File: src/hw/cas_pkg.sv
// Shared constants, bus structs and state types for the cassette image player
`default_nettype none

package cas_pkg;

   // ============================================================
   // Timing and sizing
   // ============================================================

   localparam int TAPE_ADDR_W = 24;

   // One 2400 Hz half-cycle at 21.477 MHz
   localparam int HALF_PERIOD_DEFAULT = 4474;
   localparam int HALF_CNT_W = 16;

   localparam int FIFO_DEPTH = 4;
   localparam int FIFO_PTR_W = $clog2(FIFO_DEPTH);
   localparam int FIFO_CNT_W = $clog2(FIFO_DEPTH + 1);

   // Start bit, eight data bits, two stop bits
   localparam int FRAME_BITS = 11;
   localparam int BIT_CNT_W = $clog2(FRAME_BITS);

   // ============================================================
   // Types
   // ============================================================

   typedef logic [TAPE_ADDR_W-1:0] tape_addr_t;
   typedef logic [7:0] tape_byte_t;

   // Read request towards image memory
   typedef struct packed {
      logic       rd;
      tape_addr_t addr;
   } mem_req_t;

   // Memory answer, data valid with ready only
   typedef struct packed {
      logic       ready;
      tape_byte_t data;
   } mem_rsp_t;

   typedef enum logic {FETCH_IDLE, FETCH_WAIT} fetch_state_t;
   typedef enum logic {FSK_IDLE, FSK_BIT} fsk_state_t;

endpackage

`default_nettype wire
File: src/hw/cas_player.sv
// Cassette image player top: fetcher, byte FIFO and FSK modulator wired together
`default_nettype none

module cas_player #(
   parameter int unsigned half_period = cas_pkg::HALF_PERIOD_DEFAULT
) (
   input  logic                clk21m,
   input  logic                rst_n,
   input  logic                cas_download,
   input  logic                rewind_req,
   input  logic                motor_n,
   input  cas_pkg::tape_addr_t tape_len,
   input  cas_pkg::mem_rsp_t   mem_rsp,
   output cas_pkg::mem_req_t   mem_req,
   output logic                cas_out
);
   import cas_pkg::*;

   logic [FIFO_CNT_W-1:0] fifo_count;
   logic                  push;
   tape_byte_t            push_data;
   logic                  flush;
   logic                  play;
   logic                  pop;
   logic                  empty;
   tape_byte_t            head;

   // ============================================================
   // Producer
   // ============================================================

   tape_fetch tape_fetch_inst (
      .clk21m       (clk21m),
      .rst_n        (rst_n),
      .cas_download (cas_download),
      .rewind_req   (rewind_req),
      .motor_n      (motor_n),
      .tape_len     (tape_len),
      .mem_rsp      (mem_rsp),
      .fifo_count   (fifo_count),
      .mem_req      (mem_req),
      .push         (push),
      .push_data    (push_data),
      .flush        (flush),
      .play         (play)
   );

   // Buffer
   byte_fifo byte_fifo_inst (
      .clk21m    (clk21m),
      .rst_n     (rst_n),
      .push      (push),
      .push_data (push_data),
      .pop       (pop),
      .flush     (flush),
      .head      (head),
      .empty     (empty),
      .count     (fifo_count)
   );

   // Consumer
   fsk_modulator #(
      .half_period (half_period)
   ) fsk_modulator_inst (
      .clk21m  (clk21m),
      .rst_n   (rst_n),
      .play    (play),
      .flush   (flush),
      .empty   (empty),
      .head    (head),
      .pop     (pop),
      .cas_out (cas_out)
   );

endmodule

`default_nettype wire

File: src/hw/fsk_modulator.sv
// FSK modulator: frames each buffered byte and drives the 1200 baud tape level
`default_nettype none

module fsk_modulator #(
   parameter int unsigned half_period = cas_pkg::HALF_PERIOD_DEFAULT
) (
   input  logic                clk21m,
   input  logic                rst_n,
   input  logic                play,
   input  logic                flush,
   input  logic                empty,
   input  cas_pkg::tape_byte_t head,
   output logic                pop,
   output logic                cas_out
);
   import cas_pkg::*;

   fsk_state_t             state;
   logic [FRAME_BITS-1:0]  frame;
   logic [HALF_CNT_W-1:0]  hp_cnt;
   logic [1:0]             hc_cnt;
   logic [BIT_CNT_W-1:0]   bit_cnt;
   logic                   hp_end;
   logic                   bit_end;
   logic                   frame_end;
   logic                   start_frame;

   // ============================================================
   // Bit and frame boundaries
   // ============================================================

   // A bit is four half-periods of the 2400 Hz tone
   assign hp_end    = (hp_cnt == HALF_CNT_W'(half_period - 1));
   assign bit_end   = hp_end && (hc_cnt == 2'd3);
   assign frame_end = (state == FSK_BIT) && bit_end &&
                      (bit_cnt == BIT_CNT_W'(FRAME_BITS - 1));

   // Next frame follows back to back when a byte waits
   assign start_frame = play && !empty && !flush &&
                        ((state == FSK_IDLE) || frame_end);
   assign pop = start_frame;

   // Frame shifter, LSB goes out first
   always_ff @(posedge clk21m) begin
      if (start_frame) begin
         frame <= {2'b11, head, 1'b0};
      end else if ((state == FSK_BIT) && bit_end) begin
         frame <= {1'b1, frame[FRAME_BITS-1:1]};
      end
   end

   // ============================================================
   // Tone generation
   // ============================================================

   always_ff @(posedge clk21m or negedge rst_n) begin
      if (!rst_n) begin
         state   <= FSK_IDLE;
         cas_out <= 1'b0;
         hp_cnt  <= '0;
         hc_cnt  <= '0;
         bit_cnt <= '0;
      end else if (flush) begin
         // Rewind aborts the frame mid-bit
         state   <= FSK_IDLE;
         cas_out <= 1'b0;
         hp_cnt  <= '0;
         hc_cnt  <= '0;
         bit_cnt <= '0;
      end else if (start_frame) begin
         state   <= FSK_BIT;
         cas_out <= ~cas_out;
         hp_cnt  <= '0;
         hc_cnt  <= '0;
         bit_cnt <= '0;
      end else if (state == FSK_BIT) begin
         if (frame_end) begin
            // Nothing to send, level holds
            state <= FSK_IDLE;
         end else if (hp_end) begin
            hp_cnt <= '0;
            hc_cnt <= hc_cnt + 1'b1;
            if (bit_end) begin
               bit_cnt <= bit_cnt + 1'b1;
               cas_out <= ~cas_out;
            end else if (frame[0] || (hc_cnt == 2'd1)) begin
               // 1 toggles every half-period, 0 only at mid-bit
               cas_out <= ~cas_out;
            end
         end else begin
            hp_cnt <= hp_cnt + 1'b1;
         end
      end
   end

endmodule

`default_nettype wire

File: src/hw/byte_fifo.sv
// Small circular byte buffer between the memory fetcher and the FSK modulator
`default_nettype none

module byte_fifo (
   input  logic                           clk21m,
   input  logic                           rst_n,
   input  logic                           push,
   input  cas_pkg::tape_byte_t            push_data,
   input  logic                           pop,
   input  logic                           flush,
   output cas_pkg::tape_byte_t            head,
   output logic                           empty,
   output logic [cas_pkg::FIFO_CNT_W-1:0] count
);
   import cas_pkg::*;

   tape_byte_t            mem [FIFO_DEPTH];
   logic [FIFO_PTR_W-1:0] wr_ptr;
   logic [FIFO_PTR_W-1:0] rd_ptr;
   logic                  do_push;
   logic                  do_pop;

   assign do_push = push && (count < FIFO_CNT_W'(FIFO_DEPTH));
   assign do_pop  = pop && !empty;

   assign head  = mem[rd_ptr];
   assign empty = (count == '0);

   // Storage
   always_ff @(posedge clk21m) begin
      if (do_push && !flush) begin
         mem[wr_ptr] <= push_data;
      end
   end

   // ============================================================
   // Pointers and occupancy
   // ============================================================

   always_ff @(posedge clk21m or negedge rst_n) begin
      if (!rst_n) begin
         wr_ptr <= '0;
         rd_ptr <= '0;
         count  <= '0;
      end else if (flush) begin
         wr_ptr <= '0;
         rd_ptr <= '0;
         count  <= '0;
      end else begin
         // Depth is a power of two, pointers wrap by themselves
         if (do_push) begin
            wr_ptr <= wr_ptr + 1'b1;
         end
         if (do_pop) begin
            rd_ptr <= rd_ptr + 1'b1;
         end
         case ({do_push, do_pop})
            2'b10:   count <= count + 1'b1;
            2'b01:   count <= count - 1'b1;
            default: count <= count;
         endcase
      end
   end

endmodule

`default_nettype wire

File: src/hw/tape_fetch.sv
// Tape byte fetcher: tracks the load state and reads image bytes into the byte FIFO
`default_nettype none

module tape_fetch (
   input  logic                           clk21m,
   input  logic                           rst_n,
   input  logic                           cas_download,
   input  logic                           rewind_req,
   input  logic                           motor_n,
   input  cas_pkg::tape_addr_t            tape_len,
   input  cas_pkg::mem_rsp_t              mem_rsp,
   input  logic [cas_pkg::FIFO_CNT_W-1:0] fifo_count,
   output cas_pkg::mem_req_t              mem_req,
   output logic                           push,
   output cas_pkg::tape_byte_t            push_data,
   output logic                           flush,
   output logic                           play
);
   import cas_pkg::*;

   logic         download_q;
   logic         loaded;
   logic         rewind;
   logic         discard;
   logic         can_issue;
   tape_addr_t   addr;
   fetch_state_t state;

   // ============================================================
   // Load latch and rewind
   // ============================================================

   // Image is ready once the download strobe falls
   always_ff @(posedge clk21m or negedge rst_n) begin
      if (!rst_n) begin
         download_q <= 1'b0;
         loaded     <= 1'b0;
      end else begin
         download_q <= cas_download;
         if (download_q && !cas_download) begin
            loaded <= 1'b1;
         end
      end
   end

   assign rewind = cas_download | rewind_req;
   assign flush  = rewind;
   assign play   = loaded & ~motor_n;

   // ============================================================
   // Read FSM
   // ============================================================

   // Only one read in flight, so room checked here cannot vanish
   assign can_issue = play && !rewind && (addr < tape_len) &&
                      (fifo_count < FIFO_CNT_W'(FIFO_DEPTH));

   // Byte is taken straight off the bus in its ready cycle
   assign push      = (state == FETCH_WAIT) && mem_rsp.ready && !discard && !rewind;
   assign push_data = mem_rsp.data;

   always_ff @(posedge clk21m or negedge rst_n) begin
      if (!rst_n) begin
         state   <= FETCH_IDLE;
         mem_req <= '0;
         addr    <= '0;
         discard <= 1'b0;
      end else begin
         if (rewind) begin
            addr <= '0;
         end else if (push) begin
            addr <= addr + 1'b1;
         end

         case (state)
            FETCH_IDLE: begin
               if (can_issue) begin
                  mem_req.rd   <= 1'b1;
                  mem_req.addr <= addr;
                  state        <= FETCH_WAIT;
               end
            end
            FETCH_WAIT: begin
               // Request held until ready; a rewind marks the answer stale
               if (mem_rsp.ready) begin
                  mem_req.rd <= 1'b0;
                  discard    <= 1'b0;
                  state      <= FETCH_IDLE;
               end else if (rewind) begin
                  discard <= 1'b1;
               end
            end
            default: begin
               state <= FETCH_IDLE;
            end
         endcase
      end
   end

endmodule

`default_nettype wire

File: config.mk
export PLATFORM = sky130hd
export DESIGN_NAME = cas_player
export DESIGN_NICKNAME = d
export VERILOG_FILES = /design/src/hw/cas_pkg.sv /design/src/hw/cas_player.sv /design/src/hw/fsk_modulator.sv /design/src/hw/byte_fifo.sv /design/src/hw/tape_fetch.sv
export SDC_FILE = /design/constraint.sdc
export NUM_CORES = 1
export LEC_CHECK = 0
export ABC_AREA = 1
export BUFFER_PORTS_ARGS = -buffer_cell sky130_fd_sc_hd__buf_2
export CELL_PAD_IN_SITES_DETAIL_PLACEMENT = 0
export CELL_PAD_IN_SITES_GLOBAL_PLACEMENT = 2
export CORE_UTILIZATION = 34
export DETAILED_ROUTE_END_ITERATION = 8
export MAX_ROUTING_LAYER = met4
export PLACE_DENSITY_LB_ADDON = 0.15
export SLEW_MARGIN = 0
export SYNTH_ARGS = -nofsm -noshare
export SYNTH_HDL_FRONTEND = slang
export SYNTH_SLANG_ARGS = --single-unit
File: constraint.sdc
create_clock -name clk21m -period 4 [get_ports clk21m]
set_clock_uncertainty 0.2 [all_clocks]
set_input_delay 0.4 -clock clk21m [delete_from_list [all_inputs] [get_ports clk21m]]
set_output_delay 0.4 -clock clk21m [all_outputs]
set_load 0.01 [all_outputs]
After elaboration in Yosys (flattened, before gate mapping)
Memory sizes are Yosys's and may differ from the RTL's.
Cells that the tools add are included.
{"block": "word_totals", "ram_bits": 32, "reg_bits": 93, "memories": 1, "output_inout_bits": 26}
{"memory": "byte_fifo_inst.mem", "words": 4, "word_bits": 8, "read_ports": 1, "rd_clocked_by_memory_dff": 0, "write_ports": 1, "line": "byte_fifo.sv:17", "text": "tape_byte_t mem [FIFO_DEPTH];"}
{"block": "op_classes", "reduce_logical": 40, "n_addsub": 8, "bitwise": 6, "eq_ne": 9, "magnitude_cmp": 2, "mux": 47}
{"op": "$mux 16", "count": 5}
{"op": "$mux 24", "count": 2}
{"op": "$mux 25", "count": 1}
{"op": "$add 24x1->24 const B", "count": 1}
{"op": "$lt 24x24->1", "count": 1}
{"op": "$mux 4", "count": 6}
{"op": "$mux 1", "count": 18}
{"op": "$mux 2", "count": 9}
{"op": "$mux 9", "count": 2}
{"op": "$add 16x1->16 const B", "count": 1}
{"op": "$eq 16x13->1 const B", "count": 1}
{"op": "$logic_and 1x1->1", "count": 16}
{"op": "$reduce_bool 3->1", "count": 4}
{"op": "$reduce_bool 2->1", "count": 5}
{"op": "$reduce_and 2->1", "count": 4}
{"op": "$reduce_and 4->1", "count": 2}
{"op": "$add 2x1->2 const B", "count": 3}
{"op": "$pmux 3 s2", "count": 1}
{"op": "$add 4x1->4 const B", "count": 1}
{"op": "$eq 2x1->1 const B", "count": 2}
{"op": "$eq 2x2->1 const B", "count": 2}
{"op": "$eq 4x4->1 const B", "count": 1}
{"op": "$logic_not 1->1", "count": 4}
{"op": "$not 1->1", "count": 4}
{"op": "14 further kinds", "count": 16}

Longest topological paths before layout
{"block": "logic_depth", "ltp_word": 10, "depth_mapped": 15, "ltp_nobuf": 14}

By module
Synthesis repeated with hierarchy kept, for this count alone.
{"block": "unflattened", "cells_unflattened": 858, "hier_area_um2": 7010.5}
{"module": "tape_fetch", "seq_area_each_um2": 1326.3, "instances": 1, "cells_each": 424, "area_each_um2": 3235.6}
{"module": "fsk_modulator", "seq_area_each_um2": 860.8, "instances": 1, "cells_each": 293, "area_each_um2": 2107.0}
{"module": "byte_fifo", "seq_area_each_um2": 1136.1, "instances": 1, "cells_each": 141, "area_each_um2": 1667.8}

Worst setup path before layout
OpenSTA, ideal clock, no wires.
{"block": "synth_path", "path_kind": "reg2reg", "from": "register fsk_modulator_inst.hp_cnt[1]", "to": "register byte_fifo_inst.count[1] in the netlist's numbering", "required_time_ns": 3.674, "path_stages_with_launch": 16, "setup_slack_ns": 1.543, "arrival_ns": 2.131, "path_cell_list": "dfrtp_1 > inv_1 > ha_1 > inv_1 > nor2_1 > nand2_1 > nor2_2 > nand4_2 > nand2_4 > nand2_4 > inv_6 > buf_8 > ha_1 > fa_1 > nand2_1 > o21ai_0"}
{"block": "synth_between", "elab_chain_len": 10}
{"element": "from (decl)", "line": "fsk_modulator.sv:20", "text": "logic [HALF_CNT_W-1:0] hp_cnt;"}
{"element": "from (signal assigned)", "line": "fsk_modulator.sv:91", "text": "hp_cnt <= hp_cnt + 1'b1;"}
{"element": "$eq 16x13->1 *", "line": "fsk_modulator.sv:33", "text": "assign hp_end = (hp_cnt == HALF_CNT_W'(half_period - 1));"}
{"element": "$logic_and 1x1->1 *", "line": "fsk_modulator.sv:34", "text": "assign bit_end = hp_end && (hc_cnt == 2'd3);"}
{"element": "$logic_and 1x1->1 * (2 in series)", "line": "fsk_modulator.sv:35", "text": "assign frame_end = (state == FSK_BIT) && bit_end &&"}
{"element": "$logic_or 1x1->1 *", "line": "fsk_modulator.sv:40", "text": "((state == FSK_IDLE) || frame_end);"}
{"element": "$logic_and 1x1->1 *", "line": "fsk_modulator.sv:39", "text": "assign start_frame = play && !empty && !flush &&"}
{"element": "$logic_and 1x1->1 *", "line": "byte_fifo.sv:24", "text": "assign do_pop = pop && !empty;"}
{"element": "$eq 2x1->1 or $eq 2x2->1 (tied branches)", "line": "byte_fifo.sv:57", "text": "case ({do_push, do_pop})"}
{"element": "$pmux 3 s2", "line": "byte_fifo.sv:57"}
{"element": "$mux 3", "line": "byte_fifo.sv:45", "text": "end else if (flush) begin"}
{"element": "to (signal assigned)", "line": "byte_fifo.sv:58", "text": "2'b10: count <= count + 1'b1;"}
{"element": "to (signal assigned)", "line": "byte_fifo.sv:59", "text": "2'b01: count <= count - 1'b1;"}
{"element": "to (signal assigned)", "line": "byte_fifo.sv:60", "text": "default: count <= count;"}
{"element": "to (decl)", "line": "byte_fifo.sv:13", "text": "output logic [cas_pkg::FIFO_CNT_W-1:0] count"}
Mark *: on every way between the ends. The rest lies on a longest branch, timed or not.
A chain may end at the register's enable or synchronous reset.

Final worst setup path
{"block": "layout_path", "from": "input cas_download", "to": "register byte_fifo_inst.count[1] in the netlist's numbering"}
{"block": "layout_between", "elab_chain_len": 8}
{"element": "from (decl)", "line": "cas_player.sv:9", "text": "input logic cas_download,"}
{"element": "$or 1x1->1 *", "line": "tape_fetch.sv:46", "text": "assign rewind = cas_download | rewind_req;"}
{"element": "$logic_not 1->1", "line": "fsk_modulator.sv:39, tape_fetch.sv:59"}
{"element": "$logic_and 1x1->1 (2 in series)", "line": "fsk_modulator.sv:39"}
{"element": "$logic_and 1x1->1", "line": "byte_fifo.sv:24"}
{"element": "$eq 2x1->1 or $eq 2x2->1 (tied branches)", "line": "byte_fifo.sv:57"}
{"element": "$pmux 3 s2", "line": "byte_fifo.sv:57"}
{"element": "$mux 3", "line": "byte_fifo.sv:45"}
Marks and branches as above.

==> results.toml <==
[power_and_ir_drop]
switching_power_mw = 0.756
ir_worst_vdd_mv = 0.286
combPwrFrac = 0.040
pwr-share-seq = 0.443
clockPowerShare = 0.517
power_density_mw_per_mm2 = 377
p_int_mw = 2.26
power.leakage_nw = 3.79
netSwitchingFraction = 0.251

[logic_synthesis]
synthCells = 791
synth-edff-count = 40
async_flop_share = 0.672
synth_cell_types = 44
ys_ff_latch = 125
seq_area_frac_synth = 0.493
yosysMostFrequentCell = "nand2_1"
yosys_warnings = 0
synth_commonest_cells = "nand2_1 (187), inv_1 (92), dfrtp_1 (84), nor2_1 (79), nand3_1 (70)"
synth_top_area_cell = "dfrtp_1"
synth_area_mm2 = 0.00673
synth.area.top_cells = "dfrtp_1 (31%), edfxtp_1 (18%), nand2_1 (10%)"
syn_avg_cell_area_um2 = 8.51
syn_nets = 865
dominantRegCellSynth = "dfrtp_1"
netlist.area_leader.share = 0.312

[final_layout]
final_nets = 942
drive_above_1_share = 0.146
areaGrowthSynthToFinish_pct = 18.9
fin_cells = 1146
design_area_mm2 = 0.00801
antenna_cells = 0

[detailed_routing]
drt-wirelength-per-cell_um = 14.5
ant_nets = 0
routed_via_density = 4.71
drcViolationCount = 0
dr_total_vias = 5400
drt_wl_total_um = 16600
drt_first_pass_iters = 4
drt_iter0_markers = 331

[sta]
rsz0062_at_grt = "no"
tns_ns = 0
fin_crit_ns = 3.02
drv_slew = 0
fmax_ghz = 0.332
tightestPinTransition_ns = 0.855
period_share = 0.754
hold_viol = 0
relSlewSlack = 0.430
finalSetupViolCount = 0

[place]
placed_area_mm2 = 0.00730
numPortBuffers = 63
place_inst = 1103
dp_hpwl_um = 11700
gp_congestion = 0.806

[floorplanning]
core_mm2 = 0.0195
chipWidth_um = 143
pin_count = 64
die_y_um = 143
dieArea_mm2 = 0.0204
rows = 51
start_util = 0.346

[worst_setup_path]
max_stage_delay_ns = 0.53
worstPathCellList = "dlygate4sd3_1 -> buf_2 -> nor2_2 -> nand2_1 -> a31oi_1 -> nand2_4 -> inv_6 -> ha_1 -> fa_1 -> nand2_1 -> o21ai_0"
worstPathRequired_ns = 4.09
start_kind = "input pin"
slowest_stage = "dlygate4sd3_1"
cp-end-kind = "flip-flop"
r2r_cells = 14
r2r_slack_ns = 1.24
cpMostUsedCell = "nand2_1"
crit_buf_inv = 3
critical-path-top-delay-family = "buffers and inverters"
path_depth = 11
critPathMaxFanout = 19
arrival_ns = 3.11
crit_type = "in -> reg"

[min_path]
holdPathStages = 2
hold_path_class = "reg -> reg"

[grt]
grt_pass1_vias = 5548
grt.overflow.total = 0
track_usage = 0.185
grt_pass1_wl_um = 28300
grt_max_degree = 65
antenna_found_initial = 0

[clock_tree]
cts_tree = "built"
cts_sinks = 125
cts_inserted_buffers = 17
insertion_delay_ns = 0.42
clkTransAtPathRegs_ns = 0.06
htreeDepth = 4
cts.path.max_buffers = 2
cts_resized = 0
clockRootBuffer = "clkbuf_16"

[run]
max-cap-violations = 0

[run_status]
status = "completed"
==> per-stage QoR <==
| stage | worst slack (ns) | hold slack [ns] | power, mW | utilization |
|---|---|---|---|---|
| after detailed placement | 1.07 | 0.250 | 1.48 | 0.375 |
| after global routing | 0.756 | 0.280 | 3.13 | 0.411 |
| after floorplan | 1.54 | -0.0956 | 1.42 | - |
| after CTS | 0.957 | 0.254 | 3.07 | 0.411 |
| final | 0.985 | 0.257 | 3.02 | 0.411 |
| after global placement | 1.15 | 0.241 | 1.47 | 0.375 |
==> state kept, by name (all words and copies together) (netlist names) <==
register,cells
tape_fetch_inst.addr,24
fsk_modulator_inst.hc_cnt,2
byte_fifo_inst.rd_ptr,2
fsk_modulator_inst.hp_cnt,16
tape_fetch_inst.mem_req,25
byte_fifo_inst.mem,32
tape_fetch_inst.discard,1
byte_fifo_inst.count,3
tape_fetch_inst.download_q,1
fsk_modulator_inst.cas_out,1
tape_fetch_inst.loaded,1
fsk_modulator_inst.state,1
fsk_modulator_inst.bit_cnt,4
fsk_modulator_inst.frame,9
byte_fifo_inst.wr_ptr,2
tape_fetch_inst.state,1
==> cells in the final DEF (no fill, tap or decap), drive strengths merged <==
master         n
dfxtp          1
nor3          20
ha            35
xnor2          1
clkinvlp       2
inv          108
a22o           1
fa             1
bufinv         1
o22ai         12
and2           2
a21oi         34
clkbuf        17
o21ai         44
dfrtp         84
a211oi         1
or2            3
o31ai          1
edfxtp        40
clkinv         2
nand4         15
dlygate4sd3   11
nand3         71
a31oi          2
o21bai         1
buf           68
xor2          18
nor2          85
nor4           1
nand2        193
o21a           4
o211ai         1
a2bb2oi        1
==> worst paths after layout <==
path,start,endpoint
min in group asynchronous,rst_n,tape_fetch_inst.mem_req[13]
min reg2reg,tape_fetch_inst.loaded,tape_fetch_inst.loaded
max,cas_download,byte_fifo_inst.count[1]
min,tape_fetch_inst.loaded,tape_fetch_inst.loaded
max reg2reg,fsk_modulator_inst.hp_cnt[1],byte_fifo_inst.count[1]
max in group asynchronous,rst_n,fsk_modulator_inst.hp_cnt[3]
==> layout make-up <==
cell class                 count  area [µm²]
fill                        1975       11500
sequential                   125        3320
multi-input combinational    547        2920
timing repair buffer          79         465
clock buffer                  17         425
inverter                      98         375
tap                          265         332
clock inverter                15         168
==> power groups by stage <==
stage	logic (mW)	registers, mW	clock network, mW
6_report	0.122	1.34	1.56
3_3_place_gp	0.114	1.36	0
3_5_place_dp	0.118	1.36	0
4_1_cts	0.126	1.34	1.60
2_1_floorplan	0.0537	1.36	0
5_1_grt	0.142	1.34	1.65
==> layer usage <==
metal / track usage / share of wire / vias up / wire [µm]
li1: - / - / 2766 / -
met1: 0.252 / 0.52 / 2541 / 8610
met2: 0.280 / 0.44 / 83 / 7340
met3: 0.0295 / 0.027 / 10 / 451
met4: 0.0583 / 0.010 / 0 / 170
met5: - / 0 / - / 0
==> tightest hold or removal path: cells and delay by family, from the launching register on <==
kind,cells,cell delay [ns]
compound gates,1,0.06
buf+inv,1,0.04
flops,1,0.32
==> cell families after synthesis <==
kind of cell | share of synthesized area
compound gates | 0.0842
fa+ha+maj | 0.0680
flops | 0.493
buf+inv | 0.0734
simple gates | 0.256
xor+xnor | 0.0247
==> what timing repair did <==
action,CTS,global route
hold endpoints to repair,99,0
hold buffers,11,0
setup buffers,0,0
setup endpoints to repair,0,0
Power figures use the tool's default switching activity.
